==> config.mk <==
export PLATFORM = sky130hd
export DESIGN_NAME = wb_stage
export DESIGN_NICKNAME = d
export VERILOG_FILES = /design/src/rtl/wb_pkg.sv /design/src/rtl/wb_stage.sv /design/src/rtl/wb_fault_merge.sv /design/src/rtl/wb_redirect.sv /design/src/rtl/wb_dest_decode.sv
export VERILOG_INCLUDE_DIRS = /design/src /design/src/rtl
export SDC_FILE = /design/constraint.sdc
export NUM_CORES = 1
export LEC_CHECK = 0
export BUFFER_PORTS_ARGS = -buffer_cell sky130_fd_sc_hd__buf_2
export CELL_PAD_IN_SITES_DETAIL_PLACEMENT = 1
export CELL_PAD_IN_SITES_GLOBAL_PLACEMENT = 1
export CORE_AREA = 2 2 450 452
export DETAILED_ROUTE_END_ITERATION = 6
export DIE_AREA = 0 0 452 454
export HOLD_SLACK_MARGIN = 0.08
export PLACE_DENSITY = 0.39
export SETUP_SLACK_MARGIN = 0.02
export SLEW_MARGIN = 40
export SYNTH_ARGS = -nofsm -noshare
export SYNTH_HDL_FRONTEND = slang
export SYNTH_SLANG_ARGS = --single-unit
==> constraint.sdc <==
create_clock -name clk -period 3.9 [get_ports clk]
set_input_delay 0 -clock clk [delete_from_list [all_inputs] [get_ports clk]]
set_output_delay 0 -clock clk [all_outputs]
set_load 0.02 [all_outputs]
==> src/rtl/wb_config.svh <==
`ifndef WB_CONFIG_SVH
`define WB_CONFIG_SVH

`define WB_SLOTS 4

// bit positions in the one-hot exception type
`define WB_IE_SEG  0
`define WB_IE_PAGE 1
`define WB_IE_INTR 3

// odd fetch line forced on an exception
`define WB_FIP_ODD_RESET 16

`endif
==> src/rtl/wb_pkg.sv <==
`include "wb_config.svh"

package wb_pkg;

    typedef struct packed {
        logic [28:0] unused;
        logic [2:0]  idx;       // register or segment number
    } wb_reg_sel_t;

    // same word is a memory address or a register/segment index
    typedef union packed {
        logic [31:0] mem_addr;
        wb_reg_sel_t regs;
    } wb_dest_u;

    typedef struct packed {
        logic [63:0] data;
        wb_dest_u    dest;
        logic        is_reg;
        logic        is_seg;
        logic        is_mem;
        logic        wb;
    } wb_slot_t;

    typedef struct packed {
        logic       far_load;     // far jmp, far call, far ret
        logic       is_halt;
        logic       is_iretd;
        logic       is_jmp;
        logic       is_ret_far;
        logic [3:0] mem_size_ovr; // one-hot
        logic [1:0] op_size;
    } wb_uop_t;

    typedef struct packed {
        logic        valid;
        logic        taken;
        logic        correct;
        logic [31:0] fip;
        logic [31:0] fip_p1;
        logic [7:0]  bp_alias;
    } wb_branch_t;

    typedef struct packed {
        logic       val;
        logic [3:0] ie_type;
    } wb_event_t;

    typedef struct packed {
        logic [`WB_SLOTS-1:0] reg_ld;
        logic [`WB_SLOTS-1:0] seg_ld;
        logic [`WB_SLOTS-1:0] mem_sel;
    } wb_strobe_t;

endpackage

==> src/rtl/wb_stage.sv <==
`timescale 1ns/1ps
`include "wb_config.svh"

module wb_stage (
    input  logic                             clk,
    input  logic                             arst_n,
    input  wb_pkg::wb_slot_t [`WB_SLOTS-1:0] slots,
    input  wb_pkg::wb_uop_t                  uop,
    input  wb_pkg::wb_branch_t               br,
    input  logic                             valid_in,
    input  logic [31:0]                      eip_in,
    input  logic [31:0]                      latched_eip_in,
    input  logic [15:0]                      cs_in,
    input  logic [19:0]                      cs_limit,
    input  logic                             ie_in,
    input  logic [3:0]                       ie_type_in,
    input  logic                             idt_orig,
    input  logic                             idt_busy,
    input  logic                             interrupt_in,
    input  logic                             wbaq_full,
    output logic                             valid_out,
    output logic                             stall,
    output logic [63:0]                      res1,
    output logic [63:0]                      res2,
    output logic [63:0]                      res3,
    output logic [63:0]                      res4,
    output logic [1:0]                       ressize,
    output logic [63:0]                      mem_data,
    output logic [31:0]                      mem_addr,
    output logic [1:0]                       mem_size,
    output logic                             mem_ld,
    output wb_pkg::wb_strobe_t               strobes,
    output logic [3*`WB_SLOTS-1:0]           reg_addr,
    output logic [31:0]                      new_eip,
    output logic [31:0]                      new_fip_e,
    output logic [31:0]                      new_fip_o,
    output logic                             br_valid,
    output logic                             resteer,
    output logic [7:0]                       bp_alias_out,
    output wb_pkg::wb_event_t                wb_event,
    output logic                             final_wb,
    output logic                             is_iretd,
    output logic                             halted,
    output logic [31:0]                      eip_hist1,
    output logic [31:0]                      eip_hist2
);

    logic [`WB_SLOTS-1:0] mem_req_slot;
    logic                 mem_req;

    // raw request, not qualified by valid_out, so stall has no loop
    always_comb begin
        for (int i = 0; i < `WB_SLOTS; i++) begin
            mem_req_slot[i] = slots[i].is_mem & slots[i].wb;
        end
    end

    assign mem_req   = valid_in & |mem_req_slot;
    assign stall     = (wbaq_full & mem_req) | halted;
    assign valid_out = (valid_in & ~stall & ~ie_in) | (valid_in & idt_orig);

    always_ff @(posedge clk or negedge arst_n) begin
        if (!arst_n) begin
            halted    <= 1'b0;
            eip_hist1 <= '0;
            eip_hist2 <= '0;
        end else begin
            if (valid_out && uop.is_halt) begin
                halted <= 1'b1;         // sticky until reset
            end
            if (valid_out) begin
                eip_hist1 <= latched_eip_in;
                eip_hist2 <= eip_hist1;
            end
        end
    end

    assign res3         = slots[2].data;
    assign res4         = slots[3].data;
    assign ressize      = uop.op_size;
    assign bp_alias_out = br.bp_alias;
    assign is_iretd     = uop.is_iretd;
    assign final_wb     = valid_in & idt_orig & (uop.is_jmp | uop.is_ret_far);

    wb_dest_decode u_decode (
        .slots     (slots),
        .uop       (uop),
        .valid_out (valid_out),
        .strobes   (strobes),
        .mem_ld    (mem_ld),
        .mem_data  (mem_data),
        .mem_addr  (mem_addr),
        .mem_size  (mem_size),
        .reg_addr  (reg_addr)
    );

    wb_redirect u_redirect (
        .slots     (slots),
        .uop       (uop),
        .br        (br),
        .strobes   (strobes),
        .eip_in    (eip_in),
        .cs_in     (cs_in),
        .wb_event  (wb_event),
        .valid_out (valid_out),
        .valid_in  (valid_in),
        .res1      (res1),
        .res2      (res2),
        .new_eip   (new_eip),
        .new_fip_e (new_fip_e),
        .new_fip_o (new_fip_o),
        .resteer   (resteer),
        .br_valid  (br_valid)
    );

    wb_fault_merge u_fault (
        .br           (br),
        .valid_in     (valid_in),
        .cs_in        (cs_in),
        .cs_limit     (cs_limit),
        .ie_in        (ie_in),
        .ie_type_in   (ie_type_in),
        .idt_busy     (idt_busy),
        .interrupt_in (interrupt_in),
        .wb_event     (wb_event)
    );

endmodule

==> src/rtl/wb_fault_merge.sv <==
`timescale 1ns/1ps
`include "wb_config.svh"

module wb_fault_merge (
    input  wb_pkg::wb_branch_t br,
    input  logic               valid_in,
    input  logic [15:0]        cs_in,
    input  logic [19:0]        cs_limit,
    input  logic               ie_in,
    input  logic [3:0]         ie_type_in,
    input  logic               idt_busy,
    input  logic               interrupt_in,
    output wb_pkg::wb_event_t  wb_event
);

    logic [31:0] cs_max;
    logic [31:0] line_end;
    logic        seg_fault;
    logic        ie_gate;
    logic        type_seg;
    logic        type_page;

    assign cs_max   = {cs_in, 16'h0} + {12'h0, cs_limit};
    assign line_end = {br.fip[31:4], 4'hF};  // last byte of the target line

    // only a taken branch of a live instruction can fault
    assign seg_fault = valid_in & br.valid & br.taken & (line_end >= cs_max);

    // masked while the IDT is already servicing an event
    assign ie_gate = valid_in & ~idt_busy;

    assign type_seg  = (ie_gate & ie_type_in[`WB_IE_SEG]) | seg_fault;
    assign type_page = ie_gate & ie_type_in[`WB_IE_PAGE];

    always_comb begin
        wb_event.ie_type              = '0;
        wb_event.ie_type[`WB_IE_SEG]  = type_seg;
        wb_event.ie_type[`WB_IE_PAGE] = type_page;
        wb_event.ie_type[`WB_IE_INTR] = interrupt_in & ~type_seg & ~type_page; // faults first
        wb_event.val                  = (ie_in & ie_gate) | interrupt_in | seg_fault;
    end

endmodule

==> src/rtl/wb_redirect.sv <==
`timescale 1ns/1ps
`include "wb_config.svh"

module wb_redirect (
    input  wb_pkg::wb_slot_t [`WB_SLOTS-1:0] slots,
    input  wb_pkg::wb_uop_t                  uop,
    input  wb_pkg::wb_branch_t               br,
    input  wb_pkg::wb_strobe_t               strobes,
    input  logic [31:0]                      eip_in,
    input  logic [15:0]                      cs_in,
    input  wb_pkg::wb_event_t                wb_event,
    input  logic                             valid_out,
    input  logic                             valid_in,
    output logic [63:0]                      res1,
    output logic [63:0]                      res2,
    output logic [31:0]                      new_eip,
    output logic [31:0]                      new_fip_e,
    output logic [31:0]                      new_fip_o,
    output logic                             resteer,
    output logic                             br_valid
);

    logic [63:0] res_v [`WB_SLOTS];
    logic        cs_write;
    logic [15:0] true_cs;
    logic [31:0] target;
    logic [31:0] eip_sel;
    logic [31:0] fip_e_line;
    logic [31:0] fip_o_line;

    // segment base lives in the upper half of the linear address
    function automatic logic [31:0] cs_adj(input logic [31:0] a, input logic [15:0] cs,
                                           input logic en);
        logic [31:0] r;
        r = a;
        if (en) begin
            r[31:16] = a[31:16] + cs;
        end
        return r;
    endfunction

    // slot 0 holds {selector, offset} on a far transfer
    assign res1 = uop.far_load ? {32'h0, slots[0].data[31:0]} : slots[0].data;
    assign res2 = uop.far_load ? {48'h0, slots[0].data[47:32]} : slots[1].data;

    always_comb begin
        res_v[0] = res1;
        res_v[1] = res2;
        for (int i = 2; i < `WB_SLOTS; i++) begin
            res_v[i] = slots[i].data;
        end
    end

    // segment index 1 is CS
    always_comb begin
        cs_write = 1'b0;
        true_cs  = cs_in;
        for (int i = `WB_SLOTS - 1; i >= 0; i--) begin
            if (strobes.seg_ld[i] && slots[i].dest.regs.idx == 3'd1) begin
                cs_write = 1'b1;
                true_cs  = res_v[i][15:0];
            end
        end
    end

    assign target  = uop.far_load ? slots[0].data[31:0] : br.fip;
    assign eip_sel = br.taken ? target : eip_in;

    assign fip_e_line = br.fip[4] ? {br.fip_p1[31:4], 4'h0} : {br.fip[31:4], 4'h0};
    assign fip_o_line = br.fip[4] ? {br.fip[31:4], 4'h0} : {br.fip_p1[31:4], 4'h0};

    always_comb begin
        if (wb_event.val) begin
            new_eip   = '0;     // handler entry comes from the IDT
            new_fip_e = '0;
            new_fip_o = 32'(`WB_FIP_ODD_RESET);
        end else begin
            new_eip   = cs_adj(eip_sel, true_cs, cs_write);
            new_fip_e = cs_adj(fip_e_line, true_cs, cs_write);
            new_fip_o = cs_adj(fip_o_line, true_cs, cs_write);
        end
    end

    assign br_valid = br.valid & valid_out;
    assign resteer  = valid_in & br_valid & ~wb_event.val & (~br.correct | cs_write);

endmodule

==> src/rtl/wb_dest_decode.sv <==
`timescale 1ns/1ps
`include "wb_config.svh"

module wb_dest_decode (
    input  wb_pkg::wb_slot_t [`WB_SLOTS-1:0] slots,
    input  wb_pkg::wb_uop_t                  uop,
    input  logic                             valid_out,
    output wb_pkg::wb_strobe_t               strobes,
    output logic                             mem_ld,
    output logic [63:0]                      mem_data,
    output logic [31:0]                      mem_addr,
    output logic [1:0]                       mem_size,
    output logic [3*`WB_SLOTS-1:0]           reg_addr
);

    // per-slot load strobes, all qualified by valid_out
    always_comb begin
        strobes  = '0;
        reg_addr = '0;
        for (int i = 0; i < `WB_SLOTS; i++) begin
            strobes.reg_ld[i]  = slots[i].is_reg & slots[i].wb & valid_out;
            strobes.seg_ld[i]  = slots[i].is_seg & slots[i].wb & valid_out;
            strobes.mem_sel[i] = slots[i].is_mem & slots[i].wb & valid_out;
            reg_addr[3*i +: 3] = slots[i].dest.regs.idx;
        end
        // CS selector of a far transfer goes out on slot 1
        strobes.seg_ld[1] = strobes.seg_ld[1] | (uop.far_load & valid_out);
    end

    assign mem_ld = |strobes.mem_sel;

    // lowest selected slot wins
    always_comb begin
        mem_data = '0;
        mem_addr = '0;
        for (int i = `WB_SLOTS - 1; i >= 0; i--) begin
            if (strobes.mem_sel[i]) begin
                mem_data = slots[i].data;
                mem_addr = slots[i].dest.mem_addr;
            end
        end
    end

    always_comb begin
        if (|uop.mem_size_ovr) begin
            mem_size = 2'd0;
            for (int k = 3; k >= 0; k--) begin
                if (uop.mem_size_ovr[k]) begin
                    mem_size = 2'(k);
                end
            end
        end else if (uop.far_load) begin
            mem_size = 2'd3;    // offset plus selector
        end else begin
            mem_size = uop.op_size;
        end
    end

endmodule

==> results.md, run 1 <==
* Tot GR Track Use at 18.2%
* Sequential area share after synthesis at 12.3%
* Critical path's top delay family: compound AO/OA/AOI/OAI gates
* Critical Path AT at 4.35 ns
* Type of destination of the critical path: output port
* Pwr/cell area at 240 nW/um^2
* Post-synthesis cell type count at 78
* Netlist area before placement at 13300 um^2
* Overflow left after global routing at 0
* Synth-to-Final Area Change at 96.5%
* Vias per inst at 3.56
* Count of buffers inserted at the top-level ports at 1125
* Routability-driven placement congestion ratio at 0.938
* Min Clock Period, post-route at 4.35 ns
* Standby leakage power at 12.3 nW
* Headroom to the max-slew limit at 47.3%
* Number of violations reported at the end of detailed-routing iteration 0 at 1489
* Run status: finished, violations left
* Number of primary I/O pins at 1159
* Final clock period utilization by the worst path at 111%
* Fraction of synthesis flops using an asynchronous set or reset pin at 100%
* Num CTS Buffers at 9
* Final Max Slew Viols at 0
* Most frequent cells in the layout: buf_2 (1070), buf_4 (357), nand2_1 (321)
* CP bufs+invs at 4
* Cell at the root of the clock tree: clkbuf_16
* Initial core utilization at 6.60%
* Final net count at 3821
* 1st-pass router iterations at 6
* DR vias at 20881
* Total wire length at 197000 um
* Proportion of layout cells with a drive suffix above 1 at 56.5%
* Biggest fanout along the worst timing path at 4
* Clock latency at the later pin of the worst-skew pair at 0.37 ns
* Worst setup slack before clock tree synthesis at -1.08 ns
* WS Path Type: reg2out
* Required time of the worst setup path at 3.90 ns
* Pin count of the biggest net entering global routing at 68
* Initial antenna violation count at 168
* Number of enable flip-flop cells after synthesis at 0
* Commonest register cell after synthesis: dfrtp_1
* Leading cell type in the layout, fill and taps excluded: buf_2
* Reg2Reg Depth at 10
* Number of cells produced by synthesis at 1904
* Via count of the first global-routing pass at 20629
* Clock transition at path regs at 0.07 ns
* FMAX at 230 MHz
* Source of the worst register-to-register timing path: halted
* Kind of path behind the tightest hold check: in2async
* Worst Tran Pin Value at 0.769 ns
* Skew final at 0.0135 ns
* Total setup violations reported at the end of the flow at 29
* Mean cell area of the mapped netlist at 6.96 um^2
* Worst-path cell with the longest stage delay: dfrtp_2
* Buffer depth of the longest clock path at 2
* Number of core rows at 165
* Worst VDD drop at 293 uV
* Setup slack on the worst flop-to-flop path at 1.39 ns
* Post-route DRC violation count at 0
* Die X-Extent at 452 um
* Total half-perimeter wirelength after legalization and detailed placement at 176000 um
* Count of nets left with antenna violations after detail routing at 0
* Violations in the final reports: negative setup slack
* Core area at 201000 um^2
* Vertical extent of the die at 454 um
* Synth warn at 0
* Maxcap violations at 0
* Worst reg2reg endpoint: eip_hist2[26]
* Cell Count, Final, Fillers Out at 5869
* Global-route wire length before repair at 239000 um
* Dominant cell type by count on the critical path: buf_4
* Setup repair after global routing missed its margin: yes
* Total design power at 6.24 mW
* Cells traversed along the worst timing path: nor3_4, o21a_2, nor2_4, buf_6, nor2_4, nor2_1, nor2_1, a222oi_1, o21ai_2, buf_4, ha_4, a21oi_2, maj3_2, o311ai_2, buf_4, a21o_1, nand2_2, o21ai_4, xnor2_2, nor3_2, nor3b_2, buf_4
* Worst Slack Setup Final at -0.447 ns
* Maximum level of the CTS H-tree at 3
* CTS tree: built
* Total Die Area at 205000 um^2
* Seq cells post-synth at 65
* Total placed cells including tap cells at 5714
* Critical Path Max Stage Delay at 0.41 ns
* Final hold violation count at 0
* Clk sinks at 65
* Average detailed-routed wire length per instance at 33.5 um
* Startpoint types: flop
==> report_power, final <==
group	leakage [nW]	total (mW)	internal, mW	switching (mW)
logic	11.3	4.41	1.67	2.73
registers	0.810	0.881	0.800	0.0815
clock network	0.159	0.956	0.580	0.376
total	12.3	6.24	3.05	3.19
==> flip-flops by register name (all words and copies together) (netlist names) <==
name and flops:
eip_hist2 32, eip_hist1 32, halted 1
==> cell families after synthesis <==
group / count (synthesis) / share of synthesized area (%)
AO/OA/AOI/OAI: 533 / 27.0
XOR/XNOR: 77 / 5.09
adder cells (fa/ha/maj): 81 / 7.84
buffers and inverters: 368 / 16.0
multiplexers: 120 / 9.45
AND/OR/NAND/NOR: 659 / 22.3
other: 1 / 0.0283
flip-flops: 65 / 12.3
==> final cells by class <==
| cell class | instances | area [um^2] |
|---|---|---|
| clock buffer | 10 | 239 |
| timing repair buffer | 1540 | 9530 |
| sequential | 65 | 1630 |
| multi-input combinational | 1479 | 10900 |
| antenna | 48 | 120 |
| inverter | 49 | 188 |
| fill | 24263 | 175000 |
| clock inverter | 6 | 90.1 |
| tap | 2672 | 3340 |
==> metrics by stage <==
step / hold WS [ns] / utilization [%] / cell area, um^2 / TNS [ns]
after floorplan: -0.296 / - / 13400 / -0.00511
after global placement: 0.000137 / 11.5 / 23100 / -48.59
after detailed placement: 0.000137 / 11.5 / 23100 / -49.60
after CTS: 0.244 / 12.6 / 25400 / -8.03
after global routing: 0.253 / 12.9 / 26000 / -13.81
final: 0.240 / 13.0 / 26100 / -7.46
==> worst max-delay path by stage <==
stage                     startpoint            end  slack, ns  depth (start not counted)
after CTS                     halted  new_fip_o[31]      -0.47                         20
final                         halted  new_fip_e[31]      -0.45                         22
after global routing          halted  new_fip_e[31]      -0.68                         22
after global placement    slots[105]  new_fip_o[28]      -1.25                         20
after detailed placement  slots[200]  new_fip_o[28]      -1.08                         23
after floorplan               halted  new_fip_o[31]     -0.005                         20
==> cell usage after synthesis, types with 5 or more instances <==
cell      count  area (um^2)
nor3_1       16         80.1
dfrtp_1      65         1630
clkbuf_1    103          387
mux2_2       42          473
nor2_1      141          529
mux2i_1      78          781
and3_1       12         75.1
a21oi_1      67          335
xnor2_1      56          490
o21a_1        7         52.6
nand3_1      12         60.1
o21ai_1      11         55.1
a21o_1       23          173
o21ai_0     172          861
ha_1         75          938
o22ai_1       6         37.5
nand2_1     331         1240
nand4_1      16          100
a221o_1      44          440
xor2_1       21          184
a22oi_1     106          796
inv_1        47          176
buf_4       194         1460
a211oi_1     37          278
or2_2         5         31.3
nor2b_1      88          551
nor4_1        6         37.5
o31ai_1       6         45.0
buf_1        17         63.8
nor3b_1       5         37.5
or3_1         7         43.8
a31oi_1       8         50.1
==> per-layer routing <==
layer,wire length [um],share of wire [%],vias to the layer above,GRT usage (%)
met4,6460,3.3,92,4.02
met1,70900,36,10398,20.0
met3,19100,9.7,295,6.36
li1,-,-,9092,-
met5,588,0.30,-,0
met2,99400,51,1004,33.3
==> repair_timing <==
item	in CTS	in global routing
hold buffers	43	0
setup buffers	32	21
pin swaps	94	59
hold endpoints to repair	107	0
setup endpoints to repair	91	89
cloned	5	2
gates resized for setup	247	104
(Power assumes the default switching activity.)
==> run 2: changes to the inputs <==
Settings changed: CORE_AREA 2 2 450 452 to 2 2 446 448, DIE_AREA 0 0 452 454 to 0 0 448 450, PLACE_DENSITY 0.39 to 0.41, SLEW_MARGIN 40 to 0, SYNTH_HIERARCHICAL set to 1.
==> run 2 against run 1 <==
Effect of this change: the flow still finishes with violations (negative setup slack); total power up 6.8%; global-route usage fell by 0.18 points; non-clock buffer count is 9 lower; cell area increased by 7.0%; worst setup slack got worse by 0.55 ns; count of clock-buffer cells in the layout up 1; via count is 4.7% higher; flip-flop and latch count unchanged; critical path depth is 2 higher; synthesized area increased by 13%; critical endpoint is now new_eip[31]; largest cell class unchanged.
==> results.md, run 2 <==
* Setup repair after global routing missed its margin: yes
* Type of destination of the critical path: output port
* Startpoint types: flop
* Total Die Area at 202000 um^2 (-1.8%)
* Netlist area before placement at 15000 um^2 (+13%)
* 1st-pass router iterations at 5 (-1)
* Total half-perimeter wirelength after legalization and detailed placement at 169000 um (-3.7%)
* Cell at the root of the clock tree: clkbuf_16
* Post-Synth Adder-Cell Area at 6.51% (-1.3 points)
* Post-synthesis cell type count at 83 (+6.4%)
* Number of violations reported at the end of detailed-routing iteration 0 at 1362 (-8.5%)
* Commonest register cell after synthesis: dfrtp_1
* Final net count at 3861 (+1.0%)
* Final hold violation count at 0 (unchanged)
* Total wire length at 192000 um (-2.1%)
* Maxcap violations at 0 (unchanged)
* Worst VDD drop at 226 uV (-23%)
* Worst Slack Setup Final at -1.00 ns (-0.553 ns)
* Area share of and/or/nand/nor cells after synthesis at 17.4% (-4.9 points)
* Fraction of synthesis flops using an asynchronous set or reset pin at 100% (unchanged)
* Area taken by multi-input logic gates at 12700 um^2 (+17%)
* Seq cells post-synth at 65 (unchanged)
* Biggest fanout along the worst timing path at 3 (-1)
* Setup slack on the worst flop-to-flop path at 1.21 ns (-0.18 ns)
* Maximum level of the CTS H-tree at 3 (unchanged)
* Count of nets left with antenna violations after detail routing at 0 (unchanged)
* Average detailed-routed wire length per instance at 32.6 um (-2.7%)
* Num CTS Buffers at 9 (unchanged)
* Share of power burned in registers at 14.1% (about the same)
* Pin count of the biggest net entering global routing at 57 (-16%)
* Synth-to-Final Area Change at 85.9%
* Capture point of the critical path: new_eip[31]
* Number of core rows at 163 (-1.2%)
* Vertical extent of the die at 450 um (-0.88%)
* Cell Count, Final, Fillers Out at 5904 (+0.60%)
* Source of the worst register-to-register timing path: halted
* Global-route wire length before repair at 237000 um (-0.76%)
* Internal power at 3.28 mW (+7.4%)
* Initial antenna violation count at 189 (+13%)
* Fraction of synthesized area in multiplexers at 14.7% (+5.3 points)
* Final clock period utilization by the worst path at 126% (+14 points)
* Most frequent cells in the layout: buf_2 (1070), buf_4 (294), a21oi_1 (245)
* Sw Pwr at 3.39 mW (+6.3%)
* Most common cell in the synthesized netlist: a21oi_1
* Complex-gate fraction of the synthesized area at 30.2% (+3.2 points)
* Regs by FF count: eip_hist1 x32, eip_hist2 x32, halted x1
* Sequential area share after synthesis at 10.8% (-1.4 points)
* Fraction of power consumed by combinational cells at 74.5% (+3.9 points)
* Violations in the final reports: negative setup slack
* Clock transition at path regs at 0.06 ns (about the same)
* Min Clock Period, post-route at 4.90 ns (+0.553 ns)
* Combinational family with the most area after synthesis: compound AO/OA/AOI/OAI gates
* Post-route DRC violation count at 0 (unchanged)
* Overflow left after global routing at 0 (unchanged)
* Xor/xnor cell area share of the yosys netlist at 3.91% (-1.2 points)
* Count of buffers inserted at the top-level ports at 1125 (unchanged)
* WS Path Type: reg2out
* CTS tree: built
* DR vias at 21872 (+4.7%)
* Reg2Reg Depth at 7 (-3)
* Clk sinks at 65 (unchanged)
* Routability-driven placement congestion ratio at 0.925 (-1.4%)
* Via count of the first global-routing pass at 21564 (+4.5%)
* Tot GR Track Use at 18.0% (-0.18 points)
* Kind of path behind the tightest hold check: in2async
* Number of cells produced by synthesis at 1998 (+4.9%)
* Clock latency at the later pin of the worst-skew pair at 0.35 ns (-0.02 ns)
* Total design power at 6.67 mW (+6.8%)
* Hold slack final at 0.203 ns (-0.0373 ns)
* Critical Path AT at 4.90 ns (+0.55 ns)
* Standby leakage power at 12.5 nW (+1.6%)
* Clock power frac at 11.3% (-4.0 points)
* Number of enable flip-flop cells after synthesis at 0 (unchanged)
* FMAX at 204 MHz (-11%)
* Skew final at 0.00875 ns (-0.00470 ns)
* Vias per inst at 3.70 (+4.1%)
* Pwr/cell area at 239 nW/um^2 (-0.15%)
* Run status: finished, violations left
* Post-synth top area share at 10.8% (-1.4 points)
* Proportion of layout cells with a drive suffix above 1 at 58.9% (+2.4 points)
* Ranking of synthesized cells by area: dfrtp_1 (11%), buf_4 (10%), a21oi_1 (9.4%), a32o_1 (6.4%), ha_1 (6.2%)
* Headroom to the max-slew limit at 35.0% (-12 points)
* Buffer depth of the longest clock path at 2 (unchanged)
* Worst reg2reg endpoint: eip_hist1[26]
* Final Max Slew Viols at 0 (unchanged)
* Final Util at 14.2% (+1.2 points)
* Largest area contributor in the netlist: dfrtp_1
* Total placed cells including tap cells at 5706 (-0.14%)
* Mean cell area of the mapped netlist at 7.51 um^2 (+7.8%)
* Core area at 197000 um^2 (-2.1%)
* Leading cell type in the layout, fill and taps excluded: buf_2
* CP startpoint: halted
* Initial core utilization at 7.63% (+1.0 points)
* Worst Tran Pin Value at 0.975 ns (+0.206 ns)
* Die X-Extent at 448 um (-0.88%)
* Synth warn at 6 (+6)
* Area taken by flip-flops and latches at 1630 um^2 (unchanged)
* Total setup violations reported at the end of the flow at 38 (+31%)
* Switching share of power at 50.8% (-0.27 points)
* Fillcell total at 23746 (-2.1%)
* Number of primary I/O pins at 1159 (unchanged)
* Required time of the worst setup path at 3.90 ns (about the same)
* Commonest cells in the netlist: a21oi_1 (283), nor2_1 (231), buf_4 (204)
-- run 2: changes by cell type after synthesis, sizes merged, moves of 44 or more --
cell	delta
o21ai	-142
a22oi	-104
o211ai	+101
nand2	-250
nor2	+89
mux2	+60
a21oi	+221
a32o	+96
buf	+53
a221o	-44
-- run 2: worst min path at each step --
| stage | from | endpoint | slack [ns] | depth (start not counted) |
|---|---|---|---|---|
| finish | arst_n | eip_hist2[22] | 0.20 | 2 |
| global route | idt_orig | halted | 0.21 | 5 |
| CTS | idt_orig | halted | 0.19 | 5 |
| detailed placement | uop[8] | is_iretd | 0.0001 | 0 |
| global placement | uop[8] | is_iretd | 0.0001 | 0 |
| floorplan | arst_n | eip_hist1[0] | -0.30 | 0 |
-- run 2: power groups by stage --
| stage | Clock [mW] | Sequential, mW | Combinational, mW |
|---|---|---|---|
| 6_report | 0.756 | 0.942 | 4.97 |
| 3_5_place_dp | 0 | 0.950 | 4.41 |
| 4_1_cts | 0.773 | 0.940 | 4.83 |
| 5_1_grt | 0.802 | 0.960 | 5.25 |
| 2_1_floorplan | 0 | 1.13 | 2.08 |
| 3_3_place_gp | 0 | 0.946 | 4.41 |
-- run 2: cell families after synthesis --
logic type	count (synthesis)
xor gates and xnor gates	67
and+or+nand+nor	532
AOI/OAI and AO/OA	661
DFF	65
other	2
buffers and inverters	405
muxes	189
adders and majority gates	77
-- run 2: per-stage QoR --
step / setup slack, ns / setup TNS, ns / area [um^2]
floorplan: -0.726 / -6.97 / 15400
global placement: -1.59 / -29.93 / 24500
detailed placement: -1.49 / -30.96 / 24500
CTS: -1.02 / -22.53 / 26800
global route: -1.20 / -27.57 / 27800
finish: -1.00 / -19.86 / 27900
-- run 2: repair_timing --
action,in CTS,in global routing
endpoints found under the hold margin,66,0
gates resized for setup,285,153
hold buffers,43,0
setup buffers,48,43
cloned,1,1
setup endpoints to repair,59,80
pin swaps,90,133
-- run 2: layout make-up --
| cell class | instances | share of cell area (%) |
|---|---|---|
| inverter | 45 | 0.624 |
| sequential | 65 | 5.84 |
| multi-input combinational | 1535 | 45.7 |
| clock inverter | 5 | 0.117 |
| clock buffer | 11 | 0.835 |
| antenna | 72 | 0.646 |
| timing repair buffer | 1531 | 34.4 |
| tap | 2640 | 11.9 |
-- run 2: layer usage --
layer  global-route usage (%)  share of wire (%)
met1                     19.3                 36
met2                     33.5                 53
met3                     4.39                6.9
met4                     6.90                4.2
met5                        0               0.27
-- run 2: critical path, cell delays in order, from the launching register on --
cell and delay (ns):
dfrtp_2 0.42, o31ai_4 0.21, buf_6 0.15, buf_6 0.09
and3_4 0.20, nand4bb_4 0.12, buf_12 0.15, buf_6 0.11
nor4_4 0.20, buf_4 0.16, nor2_4 0.03, and2_4 0.19
buf_6 0.12, buf_6 0.11, ha_4 0.25, a21oi_2 0.05
maj3_2 0.37, o311ai_4 0.32, buf_4 0.17, a31oi_4 0.12
o31ai_4 0.35, mux2i_2 0.28, xnor2_1 0.16, nor2_2 0.06
buf_6 0.13
